$ cat src/source/cache_to_dram_pkg.sv
/*
 * Shared sizes, types and controller opcodes for the cache-to-DRAM bridge.
 * Modules reach these through scoped names such as cache_to_dram_pkg::dma_pkt_s.
 */

`default_nettype none

package cache_to_dram_pkg;

  // port and data sizes
  localparam int num_dma_lp = 2;
  localparam int lg_num_dma_lp = $clog2(num_dma_lp);
  localparam int dma_data_width_lp = 32;
  localparam int addr_width_lp = 28;

  // one DMA burst is split into num_req_lp controller commands
  localparam int dma_burst_len_lp = 4;
  localparam int lg_dma_burst_len_lp = $clog2(dma_burst_len_lp);
  localparam int dram_burst_len_lp = 2;
  localparam int lg_dram_burst_len_lp = $clog2(dram_burst_len_lp);
  localparam int num_req_lp = dma_burst_len_lp / dram_burst_len_lp;
  localparam int lg_num_req_lp = $clog2(num_req_lp);

  // the read buffer holds every word of every read tag that can be in flight
  localparam int tag_fifo_els_lp = 4;
  localparam int lg_tag_fifo_els_lp = $clog2(tag_fifo_els_lp);
  localparam int data_fifo_els_lp = tag_fifo_els_lp * dma_burst_len_lp;
  localparam int lg_data_fifo_els_lp = $clog2(data_fifo_els_lp);

  typedef logic [lg_num_dma_lp-1:0] dma_id_t;
  typedef logic [lg_dma_burst_len_lp-1:0] beat_cnt_t;
  typedef logic [lg_num_req_lp-1:0] req_cnt_t;

  localparam beat_cnt_t last_beat_lp = beat_cnt_t'(dma_burst_len_lp - 1);
  localparam req_cnt_t last_req_lp = req_cnt_t'(num_req_lp - 1);

  // byte step between the commands of one DMA burst
  localparam logic [addr_width_lp-1:0] dram_burst_bytes_lp =
    addr_width_lp'(dram_burst_len_lp * dma_data_width_lp / 8);

  // MIG style command encoding
  typedef enum logic [2:0] {
    e_app_wr = 3'b000,
    e_app_rd = 3'b001
  } app_cmd_e;

  typedef struct packed {
    logic                     write_not_read;
    logic [addr_width_lp-1:0] addr;
  } dma_pkt_s;

  typedef struct packed {
    app_cmd_e                 cmd;
    logic [addr_width_lp-1:0] addr;
  } app_cmd_s;

endpackage

`default_nettype wire
$ cat src/source/cache_to_dram_ctrl.sv
/*
 * Top level of the bridge. Two cache DMA ports share one MIG style
 * application interface through the arbiter, transmit and receive blocks.
 */

`timescale 1ns/1ps
`default_nettype none

module cache_to_dram_ctrl (
  input  logic                                                   clk_i,
  input  logic                                                   reset_i,

  // DMA ports
  input  cache_to_dram_pkg::dma_pkt_s [cache_to_dram_pkg::num_dma_lp-1:0] dma_pkt_i,
  input  logic [cache_to_dram_pkg::num_dma_lp-1:0]               dma_pkt_v_i,
  output logic [cache_to_dram_pkg::num_dma_lp-1:0]               dma_pkt_yumi_o,

  output logic [cache_to_dram_pkg::num_dma_lp-1:0]
               [cache_to_dram_pkg::dma_data_width_lp-1:0]        dma_rdata_o,
  output logic [cache_to_dram_pkg::num_dma_lp-1:0]               dma_rdata_v_o,
  input  logic [cache_to_dram_pkg::num_dma_lp-1:0]               dma_rdata_ready_i,

  input  logic [cache_to_dram_pkg::num_dma_lp-1:0]
               [cache_to_dram_pkg::dma_data_width_lp-1:0]        dma_wdata_i,
  input  logic [cache_to_dram_pkg::num_dma_lp-1:0]               dma_wdata_v_i,
  output logic [cache_to_dram_pkg::num_dma_lp-1:0]               dma_wdata_yumi_o,

  // memory controller application interface
  output cache_to_dram_pkg::app_cmd_s                            app_cmd_o,
  output logic                                                   app_en_o,
  input  logic                                                   app_rdy_i,

  output logic [cache_to_dram_pkg::dma_data_width_lp-1:0]        app_wdf_data_o,
  output logic                                                   app_wdf_wren_o,
  output logic                                                   app_wdf_end_o,
  input  logic                                                   app_wdf_rdy_i,

  input  logic [cache_to_dram_pkg::dma_data_width_lp-1:0]        app_rd_data_i,
  input  logic                                                   app_rd_data_valid_i,
  input  logic                                                   app_rd_data_end_i
);

  // tag channels from the arbiter
  cache_to_dram_pkg::dma_id_t wr_tag_lo;
  logic wr_tag_v_lo;
  logic wr_tag_ready_li;
  cache_to_dram_pkg::dma_id_t rd_tag_lo;
  logic rd_tag_v_lo;
  logic rd_tag_ready_li;

  cache_to_dram_arbiter i_arbiter (
    .clk_i          (clk_i),
    .reset_i        (reset_i),
    .dma_pkt_i      (dma_pkt_i),
    .dma_pkt_v_i    (dma_pkt_v_i),
    .dma_pkt_yumi_o (dma_pkt_yumi_o),
    .app_cmd_o      (app_cmd_o),
    .app_en_o       (app_en_o),
    .app_rdy_i      (app_rdy_i),
    .wr_tag_o       (wr_tag_lo),
    .wr_tag_v_o     (wr_tag_v_lo),
    .wr_tag_ready_i (wr_tag_ready_li),
    .rd_tag_o       (rd_tag_lo),
    .rd_tag_v_o     (rd_tag_v_lo),
    .rd_tag_ready_i (rd_tag_ready_li)
  );

  cache_to_dram_tx i_tx (
    .clk_i            (clk_i),
    .reset_i          (reset_i),
    .wr_tag_i         (wr_tag_lo),
    .wr_tag_v_i       (wr_tag_v_lo),
    .wr_tag_ready_o   (wr_tag_ready_li),
    .dma_wdata_i      (dma_wdata_i),
    .dma_wdata_v_i    (dma_wdata_v_i),
    .dma_wdata_yumi_o (dma_wdata_yumi_o),
    .app_wdf_data_o   (app_wdf_data_o),
    .app_wdf_wren_o   (app_wdf_wren_o),
    .app_wdf_end_o    (app_wdf_end_o),
    .app_wdf_rdy_i    (app_wdf_rdy_i)
  );

  cache_to_dram_rx i_rx (
    .clk_i               (clk_i),
    .reset_i             (reset_i),
    .rd_tag_i            (rd_tag_lo),
    .rd_tag_v_i          (rd_tag_v_lo),
    .rd_tag_ready_o      (rd_tag_ready_li),
    .app_rd_data_i       (app_rd_data_i),
    .app_rd_data_valid_i (app_rd_data_valid_i),
    .app_rd_data_end_i   (app_rd_data_end_i),
    .dma_rdata_o         (dma_rdata_o),
    .dma_rdata_v_o       (dma_rdata_v_o),
    .dma_rdata_ready_i   (dma_rdata_ready_i)
  );

endmodule

`default_nettype wire

$ cat src/source/cache_to_dram_rx.sv
/*
 * Read data path. Controller read data is buffered with no back-pressure and
 * handed out in DMA bursts to the port named by the oldest read tag.
 */

`timescale 1ns/1ps
`default_nettype none

module cache_to_dram_rx (
  input  logic                                            clk_i,
  input  logic                                            reset_i,

  input  cache_to_dram_pkg::dma_id_t                      rd_tag_i,
  input  logic                                            rd_tag_v_i,
  output logic                                            rd_tag_ready_o,

  input  logic [cache_to_dram_pkg::dma_data_width_lp-1:0] app_rd_data_i,
  input  logic                                            app_rd_data_valid_i,
  input  logic                                            app_rd_data_end_i,

  output logic [cache_to_dram_pkg::num_dma_lp-1:0]
               [cache_to_dram_pkg::dma_data_width_lp-1:0] dma_rdata_o,
  output logic [cache_to_dram_pkg::num_dma_lp-1:0]        dma_rdata_v_o,
  input  logic [cache_to_dram_pkg::num_dma_lp-1:0]        dma_rdata_ready_i
);

  localparam int tag_lg = cache_to_dram_pkg::lg_tag_fifo_els_lp;
  localparam int data_lg = cache_to_dram_pkg::lg_data_fifo_els_lp;

  // ************************************************************************
  // tag FIFO and read-data FIFO, pointers carry one wrap bit
  // ************************************************************************

  cache_to_dram_pkg::dma_id_t tag_mem [cache_to_dram_pkg::tag_fifo_els_lp];
  logic [tag_lg:0] tag_wptr_r, tag_rptr_r;
  logic tag_full, tag_empty, tag_push, tag_pop;

  logic [cache_to_dram_pkg::dma_data_width_lp-1:0] data_mem [cache_to_dram_pkg::data_fifo_els_lp];
  logic [data_lg:0] data_wptr_r, data_rptr_r;
  logic data_empty, data_pop;

  cache_to_dram_pkg::beat_cnt_t beat_cnt_r;
  cache_to_dram_pkg::dma_id_t   head_tag;
  logic [cache_to_dram_pkg::dma_data_width_lp-1:0] head_data;
  logic head_v;

  assign tag_empty = (tag_wptr_r == tag_rptr_r);
  assign tag_full = (tag_wptr_r[tag_lg] != tag_rptr_r[tag_lg]) &&
                    (tag_wptr_r[tag_lg-1:0] == tag_rptr_r[tag_lg-1:0]);
  assign rd_tag_ready_o = !tag_full;
  assign tag_push = rd_tag_v_i && !tag_full;

  assign data_empty = (data_wptr_r == data_rptr_r);

  assign head_tag = tag_mem[tag_rptr_r[tag_lg-1:0]];
  assign head_data = data_mem[data_rptr_r[data_lg-1:0]];
  assign head_v = !tag_empty && !data_empty;

  // a word leaves when the head tag's port takes it
  assign data_pop = head_v && dma_rdata_ready_i[head_tag];
  assign tag_pop = data_pop && (beat_cnt_r == cache_to_dram_pkg::last_beat_lp);

  always_comb begin
    for (int i = 0; i < cache_to_dram_pkg::num_dma_lp; i++) begin
      dma_rdata_o[i] = head_data;
      dma_rdata_v_o[i] = head_v && (head_tag == cache_to_dram_pkg::dma_id_t'(i));
    end
  end

  always_ff @(posedge clk_i) begin
    if (tag_push) begin
      tag_mem[tag_wptr_r[tag_lg-1:0]] <= rd_tag_i;
    end
    if (app_rd_data_valid_i) begin
      data_mem[data_wptr_r[data_lg-1:0]] <= app_rd_data_i;
    end
  end

  always_ff @(posedge clk_i) begin
    if (reset_i) begin
      tag_wptr_r <= '0;
      tag_rptr_r <= '0;
      data_wptr_r <= '0;
      data_rptr_r <= '0;
      beat_cnt_r <= '0;
    end else begin
      if (tag_push) begin
        tag_wptr_r <= tag_wptr_r + 1'b1;
      end
      if (tag_pop) begin
        tag_rptr_r <= tag_rptr_r + 1'b1;
      end
      if (app_rd_data_valid_i) begin
        data_wptr_r <= data_wptr_r + 1'b1;
      end
      // beat count wraps back to zero with the tag pop
      if (data_pop) begin
        data_rptr_r <= data_rptr_r + 1'b1;
        beat_cnt_r <= beat_cnt_r + 1'b1;
      end
    end
  end

endmodule

`default_nettype wire

$ cat src/source/cache_to_dram_tx.sv
/*
 * Write data path. After a write tag arrives it streams one DMA burst from
 * that port into the controller's write-data FIFO and marks burst ends.
 */

`timescale 1ns/1ps
`default_nettype none

module cache_to_dram_tx (
  input  logic                                          clk_i,
  input  logic                                          reset_i,

  input  cache_to_dram_pkg::dma_id_t                    wr_tag_i,
  input  logic                                          wr_tag_v_i,
  output logic                                          wr_tag_ready_o,

  input  logic [cache_to_dram_pkg::num_dma_lp-1:0]
               [cache_to_dram_pkg::dma_data_width_lp-1:0] dma_wdata_i,
  input  logic [cache_to_dram_pkg::num_dma_lp-1:0]      dma_wdata_v_i,
  output logic [cache_to_dram_pkg::num_dma_lp-1:0]      dma_wdata_yumi_o,

  output logic [cache_to_dram_pkg::dma_data_width_lp-1:0] app_wdf_data_o,
  output logic                                          app_wdf_wren_o,
  output logic                                          app_wdf_end_o,
  input  logic                                          app_wdf_rdy_i
);

  logic                          busy_r;
  cache_to_dram_pkg::dma_id_t    port_r;
  cache_to_dram_pkg::beat_cnt_t  beat_cnt_r;
  logic                          word_move;

  // only one burst is handled at a time
  assign wr_tag_ready_o = !busy_r;

  assign app_wdf_data_o = dma_wdata_i[port_r];
  assign app_wdf_wren_o = busy_r && dma_wdata_v_i[port_r];
  assign word_move = app_wdf_wren_o && app_wdf_rdy_i;

  // low bits of the beat count give the position inside a controller burst
  assign app_wdf_end_o = app_wdf_wren_o &&
    (beat_cnt_r[cache_to_dram_pkg::lg_dram_burst_len_lp-1:0] == '1);

  always_comb begin
    dma_wdata_yumi_o = '0;
    dma_wdata_yumi_o[port_r] = word_move;
  end

  always_ff @(posedge clk_i) begin
    if (reset_i) begin
      busy_r <= 1'b0;
      port_r <= '0;
      beat_cnt_r <= '0;
    end else if (!busy_r) begin
      if (wr_tag_v_i) begin
        busy_r <= 1'b1;
        port_r <= wr_tag_i;
        beat_cnt_r <= '0;
      end
    end else if (word_move) begin
      beat_cnt_r <= beat_cnt_r + 1'b1;
      // idle again the cycle after the last word of the burst
      if (beat_cnt_r == cache_to_dram_pkg::last_beat_lp) begin
        busy_r <= 1'b0;
      end
    end
  end

endmodule

`default_nettype wire

$ cat src/source/cache_to_dram_arbiter.sv
/*
 * Round-robin arbiter over the DMA request ports. It takes one packet at a
 * time, issues it as controller commands and hands the port tag to the
 * transmit block (writes) or the receive block (reads).
 */

`timescale 1ns/1ps
`default_nettype none

module cache_to_dram_arbiter (
  input  logic                                                   clk_i,
  input  logic                                                   reset_i,

  input  cache_to_dram_pkg::dma_pkt_s [cache_to_dram_pkg::num_dma_lp-1:0] dma_pkt_i,
  input  logic [cache_to_dram_pkg::num_dma_lp-1:0]               dma_pkt_v_i,
  output logic [cache_to_dram_pkg::num_dma_lp-1:0]               dma_pkt_yumi_o,

  output cache_to_dram_pkg::app_cmd_s                            app_cmd_o,
  output logic                                                   app_en_o,
  input  logic                                                   app_rdy_i,

  output cache_to_dram_pkg::dma_id_t                             wr_tag_o,
  output logic                                                   wr_tag_v_o,
  input  logic                                                   wr_tag_ready_i,

  output cache_to_dram_pkg::dma_id_t                             rd_tag_o,
  output logic                                                   rd_tag_v_o,
  input  logic                                                   rd_tag_ready_i
);

  // e_init keeps the request side quiet for the cycle reset is held
  typedef enum logic [1:0] {e_init, e_idle, e_cmd} state_e;

  state_e                          state_r;
  cache_to_dram_pkg::req_cnt_t     req_cnt_r;
  cache_to_dram_pkg::dma_id_t      last_r;
  cache_to_dram_pkg::dma_id_t      tag_r;
  logic                            write_r;
  logic [cache_to_dram_pkg::addr_width_lp-1:0] addr_r;

  cache_to_dram_pkg::dma_id_t      cand;
  cache_to_dram_pkg::dma_id_t      grant_idx;
  cache_to_dram_pkg::dma_pkt_s     grant_pkt;
  logic                            grant_found;
  logic                            chan_ready;
  logic                            pkt_take;
  logic                            cmd_accept;
  logic                            first_accept;

  // ************************************************************************
  // port selection, starting one past the last granted port
  // ************************************************************************

  always_comb begin
    grant_found = 1'b0;
    grant_idx = '0;
    cand = '0;
    for (int i = 0; i < cache_to_dram_pkg::num_dma_lp; i++) begin
      cand = last_r + cache_to_dram_pkg::dma_id_t'(i + 1);
      if (!grant_found && dma_pkt_v_i[cand]) begin
        grant_found = 1'b1;
        grant_idx = cand;
      end
    end
  end

  assign grant_pkt = dma_pkt_i[grant_idx];

  // a blocked port is not skipped, so the other port cannot win twice in a row
  assign chan_ready = grant_pkt.write_not_read ? wr_tag_ready_i : rd_tag_ready_i;
  assign pkt_take = (state_r == e_idle) && grant_found && chan_ready;

  always_comb begin
    dma_pkt_yumi_o = '0;
    dma_pkt_yumi_o[grant_idx] = pkt_take;
  end

  // ************************************************************************
  // command issue
  // ************************************************************************

  assign app_en_o = (state_r == e_cmd);
  assign app_cmd_o.cmd = write_r ? cache_to_dram_pkg::e_app_wr : cache_to_dram_pkg::e_app_rd;
  assign app_cmd_o.addr = addr_r;

  assign cmd_accept = app_en_o && app_rdy_i;
  assign first_accept = cmd_accept && (req_cnt_r == '0);

  // the tag goes out with the packet's first command
  assign wr_tag_o = tag_r;
  assign wr_tag_v_o = first_accept && write_r;
  assign rd_tag_o = tag_r;
  assign rd_tag_v_o = first_accept && !write_r;

  always_ff @(posedge clk_i) begin
    if (reset_i) begin
      state_r <= e_init;
      req_cnt_r <= '0;
      last_r <= '1;
    end else begin
      case (state_r)
        e_init: state_r <= e_idle;
        e_idle: begin
          if (pkt_take) begin
            state_r <= e_cmd;
            last_r <= grant_idx;
            req_cnt_r <= '0;
          end
        end
        e_cmd: begin
          if (cmd_accept) begin
            if (req_cnt_r == cache_to_dram_pkg::last_req_lp) begin
              state_r <= e_idle;
              req_cnt_r <= '0;
            end else begin
              req_cnt_r <= req_cnt_r + 1'b1;
            end
          end
        end
        default: state_r <= e_idle;
      endcase
    end
  end

  // held packet, the address steps one controller burst per accepted command
  always_ff @(posedge clk_i) begin
    if (pkt_take) begin
      write_r <= grant_pkt.write_not_read;
      addr_r <= grant_pkt.addr;
      tag_r <= grant_idx;
    end else if (cmd_accept) begin
      addr_r <= addr_r + cache_to_dram_pkg::dram_burst_bytes_lp;
    end
  end

endmodule

`default_nettype wire

$ cat config.mk
export PLATFORM = sky130hd
export DESIGN_NAME = cache_to_dram_ctrl
export DESIGN_NICKNAME = d
export VERILOG_FILES = /design/src/source/cache_to_dram_pkg.sv /design/src/source/cache_to_dram_ctrl.sv /design/src/source/cache_to_dram_rx.sv /design/src/source/cache_to_dram_tx.sv /design/src/source/cache_to_dram_arbiter.sv
export SDC_FILE = /design/constraint.sdc
export NUM_CORES = 1
export LEC_CHECK = 0
export BUFFER_PORTS_ARGS = -buffer_cell sky130_fd_sc_hd__buf_2
export CORE_UTILIZATION = 45
export CTS_CLUSTER_SIZE = 28
export DETAILED_ROUTE_END_ITERATION = 10
export SYNTH_ARGS = -nofsm -noshare
export SYNTH_HDL_FRONTEND = slang
export SYNTH_HIERARCHICAL = 1
export SYNTH_SLANG_ARGS = --single-unit
export TNS_END_PERCENT = 30
$ cat constraint.sdc
create_clock -name clk_i -period 7.4 [get_ports clk_i]
set_input_delay 1.85 -clock clk_i [delete_from_list [all_inputs] [get_ports clk_i]]
set_output_delay 1.85 -clock clk_i [all_outputs]
set_load 0.05 [all_outputs]
* Yosys cells after proc, flatten, opt, wreduce, memory -nomap -nowiden
Memory sizes are Yosys's and may differ from the RTL's. A register that Yosys moved wholly into a read port is not among the register bits.
Cells that the tools add are included.
** Operators by class
- Multiplexer cells :: 47
- Bitwise operators :: 5
- Order comparisons :: 7
- Reductions and logical operators :: 33
- $add $sub $neg :: 9
- Eq/ne operators :: 12
** Operators by type and width (count)
- $mux W32 :: 2
- $mux W29 :: 2
- $mux W28 :: 2
- $add A28 B4 Y28 const B :: 1
- $mux W1 :: 27
- $logic_and A1 B1 Y1 :: 19
- $mux W2 :: 8
- $add A5 B1 Y5 const B :: 2
- $lt A1 B2 Y1 const B :: 5
- $mux W4 :: 2
- $add A3 B1 Y3 const B :: 2
- $eq A2 B2 Y1 const B :: 3
- $logic_not A1 Y1 :: 6
- $ne A2 B2 Y1 const B :: 3
- $reduce_and A2 Y1 :: 3
- $reduce_and A3 Y1 :: 2
- $reduce_bool A2 Y1 :: 3
- $eq A5 B5 Y1 :: 1
- $add A2 B1 Y2 const B :: 2
- $and A2 B2 Y2 :: 2
- $pmux W2 S2 :: 1
- $eq A3 B3 Y1 :: 1
- $not A1 Y1 :: 3
- $add A1 B1 Y1 const B :: 2
- other kinds (7) :: 9
** Storage, ports and cells
- Logic and storage cells :: 129
- Flip-flop bits (word level) :: 56
- Bits in writable memories :: 516
- Memories :: 2
** Memories
- i_rx.data_mem :: depth 16, width 32, rd ports 1, clocked after memory_dff 1, write ports 1, RTL line cache_to_dram_rx.sv:38 : logic [cache_to_dram_pkg::dma_data_width_lp-1:0] data_mem [cache_to_dram_pkg::data_fifo_els_lp];
- i_rx.tag_mem :: depth 4, width 1, rd ports 1, clocked after memory_dff 1, write ports 1, RTL line cache_to_dram_rx.sv:34 : cache_to_dram_pkg::dma_id_t tag_mem [cache_to_dram_pkg::tag_fifo_els_lp];

* Longest topological paths before layout
- Word-level depth :: 13
- Gate-level depth with buffers :: 10

* Cells and area by module
The synthesis kept the hierarchy.
** By module, submodules not included
- cache_to_dram_rx :: cells an instance 885, instances 1, sequential area each 15975.3 µm², area an instance 20802.5 µm²
- cache_to_dram_arbiter :: cells an instance 195, instances 1, sequential area each 980.9 µm², area an instance 2197.1 µm²
- cache_to_dram_tx :: cells an instance 60, instances 1, sequential area each 80.1 µm², area an instance 620.6 µm²

* Worst setup path before layout
No wires, ideal clock.
- Path kind :: in2out
- Start :: input dma_pkt_v_i[1] (netlist name)
- End :: output dma_pkt_yumi_o[0] (netlist name)
- Arrival :: 3378 ps
- Buffers on the path :: 1
- Setup slack :: 2172 ps
- Stages :: 3
- Path through :: o211ai_1 > clkbuf_1 > nor3_1
** Between the ends
- Word-level cells in the longest chain between the ends :: 11
- Elaborated cells on any way between the ends :: 21
- Classes of those cells :: 2 x order compare; 13 x mux; 1 x bitwise; 5 x reduce/logical
** RTL lines
- start, declared :: RTL line cache_to_dram_ctrl.sv:15 : input logic [cache_to_dram_pkg::num_dma_lp-1:0] dma_pkt_v_i,
- $mux W1 (not written as such) (2 in series) :: RTL line cache_to_dram_arbiter.sv:60 : if (!grant_found && dma_pkt_v_i[cand]) begin
- $mux W1 :: RTL line cache_to_dram_arbiter.sv:60
- $logic_not A1 Y1 :: RTL line cache_to_dram_arbiter.sv:60
- $logic_and A1 B1 Y1 :: RTL line cache_to_dram_arbiter.sv:60
- $mux W1 :: RTL line cache_to_dram_arbiter.sv:60
- $lt A1 B2 Y1 (not written as such) (tied with other cells) :: RTL line cache_to_dram_arbiter.sv:75 : dma_pkt_yumi_o[grant_idx] = pkt_take;
- $logic_and A1 B1 Y1 (not written as such) or $mux W29 (tied branches) :: RTL line cache_to_dram_arbiter.sv:75, cache_to_dram_arbiter.sv:67
- $mux W1, on equally long branches :: RTL line cache_to_dram_arbiter.sv:75, cache_to_dram_arbiter.sv:70
- $demux W1 S1 or $logic_and A1 B1 Y1 (tied branches)
- $and A2 B2 Y2 (no line) *
- end, declared :: RTL line cache_to_dram_ctrl.sv:16 : output logic [cache_to_dram_pkg::num_dma_lp-1:0] dma_pkt_yumi_o,
Every way passes the cells marked *; elsewhere a longest branch is shown, timed or not. The select of a mux whose other input is x is not followed.

==> flow_metrics.env <==
export IMPL_pwr_share_clk_pct=40.4
export IMPL_swShare_pct=23.2
export IMPL_synth_area_um2=23600
export IMPL_crit_chain="buf_4 -> mux4_2 -> mux4_2 -> buf_2"
export IMPL_die_area_um2=53400
export IMPL_cp_slowest_cell="dfxtp_4"
export IMPL_pwr_share_seq_pct=51.5
export IMPL_rows=83
export IMPL_antenna_left=0
export IMPL_core_um2=51600
export IMPL_grt_pass1_vias=12300
export IMPL_finClkSkew_ps=12.4
export IMPL_critPathLaunchType="register"
export IMPL_place_ws_ps=2130
export IMPL_cp_top_family="multiplexers"
export IMPL_finalHoldViolCount=0
export IMPL_synth_edf_count=546
export IMPL_power_internal_w=0.00551
export IMPL_ioPinCount=302
export IMPL_final_common_cell="edfxtp_1"
export IMPL_synth_ff_latch_count=578
export IMPL_power_density_nw_per_um2=260
export IMPL_clock_fmax_mhz=187
export IMPL_tns_ps=0
export IMPL_synth_area_per_cell_um2=20.7
export IMPL_drt_iter0_drc=881
export IMPL_wl_um=51500
export IMPL_postCtsHoldBufs=0
export IMPL_design_area_um2=27600
export IMPL_worst_path_buf_inv=2
export IMPL_fin_crit_sh_pct=72.3
export IMPL_cts_root_buf="clkbuf_16"
export IMPL_setup_slack_ps=2050
export IMPL_clk_path_buf_depth=3
export IMPL_syn_inst=1140
export IMPL_placed_area_um2=25700
export IMPL_synth_warnings=6
export IMPL_initial_core_util_pct=45.8
export IMPL_nNetsFinal=1618
export IMPL_critical_path_most_common_cell="mux4_2"
export IMPL_drt_first_pass_iters=5
export IMPL_dieWidth_um=231
export IMPL_layout_common_cells="edfxtp_1 (546), buf_2 (298), mux4_2 (161), clkbuf_16 (60), mux2i_1 (49)"
export IMPL_post_cts_setup_buffer_count=0
export IMPL_critPathArrivalTime_ps=3500
export IMPL_yosysSeqAreaShare_pct=72.1
export IMPL_path_max_fanout=43
export IMPL_grt_overflow=0
export IMPL_die_h_um=231
export IMPL_worst_pin_slew_ps=1080
export IMPL_synth_async_reset_ratio_pct=0
export IMPL_cts_tree="done"
export IMPL_drv_slew=0
export IMPL_place_inst=2057
export IMPL_p_switching_w=0.00166
export IMPL_grt_pass1_wl_um=76800
export IMPL_clkTransAtPathRegs_ps=60
export IMPL_critPathKind="register to output pin"
export IMPL_layout_cells_non_filler=2170
export IMPL_p_comb_share_pct=8.1
export IMPL_endpoint_kind="output pin"
export IMPL_fin_crit_ps=5350
export IMPL_cts_sinks=578
export IMPL_setup_viol=0
export IMPL_vdd_drop_max_mv=0.167
export IMPL_relSlewSlack_pct=27.9
export IMPL_portBuffers=298
export IMPL_slowest_delay_ps=910
export IMPL_required_ps=5550
export IMPL_drc=0
export IMPL_cap_viol_max_count=0
export IMPL_synth_ff_type="edfxtp_1"
export IMPL_rsz0062_at_grt="no"
export IMPL_cts_htree_levels=2
export IMPL_cts_resized=0
export IMPL_antenna_found_initial=3
export IMPL_cts_made_buffers=60
export IMPL_vias=11900
export IMPL_hold_class="register to register"
export IMPL_synthDistinctLibCells=52
export IMPL_status="finished clean"
export IMPL_drive_gt1_share_pct=42.8
export IMPL_areaGrowthSynthToFinish_pct=16.7
export IMPL_leakage_nw=9.19
export IMPL_clock_latency_ps=610
export IMPL_grt_max_degree=66
export IMPL_hpwl_um=28500
export IMPL_gp_congestion=0.822
export IMPL_grt_use_total_pct=19.6
export IMPL_drt_wirelength_per_cell_um=23.7
export IMPL_vias_per_cell=5.50
-- cell type report --
type	count	area, um2
diodes	2	5.00
clock buffers	75	1590
clock inverters	36	307
fillers	3993	24000
inverters	13	51.3
multi-input cells	464	6030
flip-flops and latches	578	17000
well taps	680	851
repair buffers	322	1700
-- final timing paths --
path / cells after the start / slack (ps) / startpoint / end
max: 4 / 2050 / register / dma_rdata_o[16]
max reg2reg: 6 / 4280 / i_arbiter/last_r$_SDFFE_PP1P_ / i_arbiter/addr_r[14]$_DFFE_PP_
min: 2 / 480 / i_tx/beat_cnt_r[1]$_SDFFE_PP0P_ / i_tx/beat_cnt_r[1]$_SDFFE_PP0P_
min reg2reg: 2 / 480 / i_tx/beat_cnt_r[1]$_SDFFE_PP0P_ / i_tx/beat_cnt_r[1]$_SDFFE_PP0P_
-- cells in the mapped netlist (3+ instances only) --
master / count / area, um2
xnor2_1: 17 / 149
a21oi_1: 7 / 35.0
nand3_1: 12 / 60.1
buf_1: 5 / 18.8
ha_1: 13 / 163
buf_2: 16 / 80.1
dfxtp_1: 32 / 641
nand2b_1: 3 / 18.8
nor3_1: 4 / 20.0
a22o_1: 3 / 26.3
mux2i_1: 49 / 490
or3_1: 4 / 25.0
nand4_1: 8 / 50.1
buf_6: 6 / 67.6
edfxtp_1: 546 / 16400
mux4_2: 161 / 3630
nor2b_1: 4 / 25.0
and2_1: 22 / 138
xor2_1: 21 / 184
nand2_1: 20 / 75.1
mux2_2: 34 / 383
inv_1: 12 / 45.0
clkbuf_1: 20 / 75.1
o22ai_1: 3 / 18.8
nor2_1: 29 / 109
buf_4: 38 / 285
o21ai_0: 14 / 70.1
and3_1: 5 / 31.3
-- power groups by stage --
stage | sequential, W | combinational, W | clock (W)
2_1_floorplan | 0.00382 | 0.000349 | 0
3_3_place_gp | 0.00376 | 0.000578 | 0
3_5_place_dp | 0.00376 | 0.000586 | 0
4_1_cts | 0.00369 | 0.000586 | 0.00295
5_1_grt | 0.00370 | 0.000617 | 0.00309
6_report | 0.00369 | 0.000579 | 0.00289
-- stage by stage --
stage	total power [W]	hold WS (ps)	utilization (%)
after CTS	0.00723	487	53.4
after detailed placement	0.00435	478	49.7
final	0.00717	483	53.4
after global routing	0.00740	531	53.4
after global placement	0.00434	462	49.7
after floorplan	0.00417	450	-
-- worst reg2reg max path: stages, from the launching register on --
cell	delay [ps]
dfxtp_1	340
a21boi_4	120
buf_4	380
mux2_4	370
mux2i_4	290
or2_1	390
nand2_1	730
-- kinds of logic after synthesis --
logic type	count (synthesis)	synth area share, %
DFF	578	72.1
muxes	248	19.4
and+or+nand+nor	124	2.76
buffers and inverters	99	2.47
xor gates and xnor gates	39	1.48
AOI/OAI and AO/OA	38	1.10
adders and majority gates	13	0.689
other	1	0.0159
-- metal layers --
layer  track usage (%)  vias up  share of wire, %
met3              3.96       75               5.6
met2              33.3      388                51
li1                  -     5254                 -
met5                 0        -             0.033
met1              26.0     6210                42
met4              4.39        2               1.6
-- sequential cells by signal, indices dropped and copies added, names as in the netlist, named ones only --
name,flops
i_rx/data_mem,512
i_arbiter/addr_r,28
i_rx/data_rptr_r,5
i_rx/data_wptr_r,5
i_rx/tag_mem,4
i_rx/tag_rptr_r,3
i_rx/tag_wptr_r,3
i_arbiter/state_r,2
i_rx/beat_cnt_r,2
i_tx/beat_cnt_r,2
i_arbiter/last_r,1
i_arbiter/rd_tag_o,1
i_arbiter/req_cnt_r,1
i_arbiter/write_r,1
i_tx/busy_r,1
i_tx/port_r,1
Note: power is estimated with default switching activity, not from simulation.
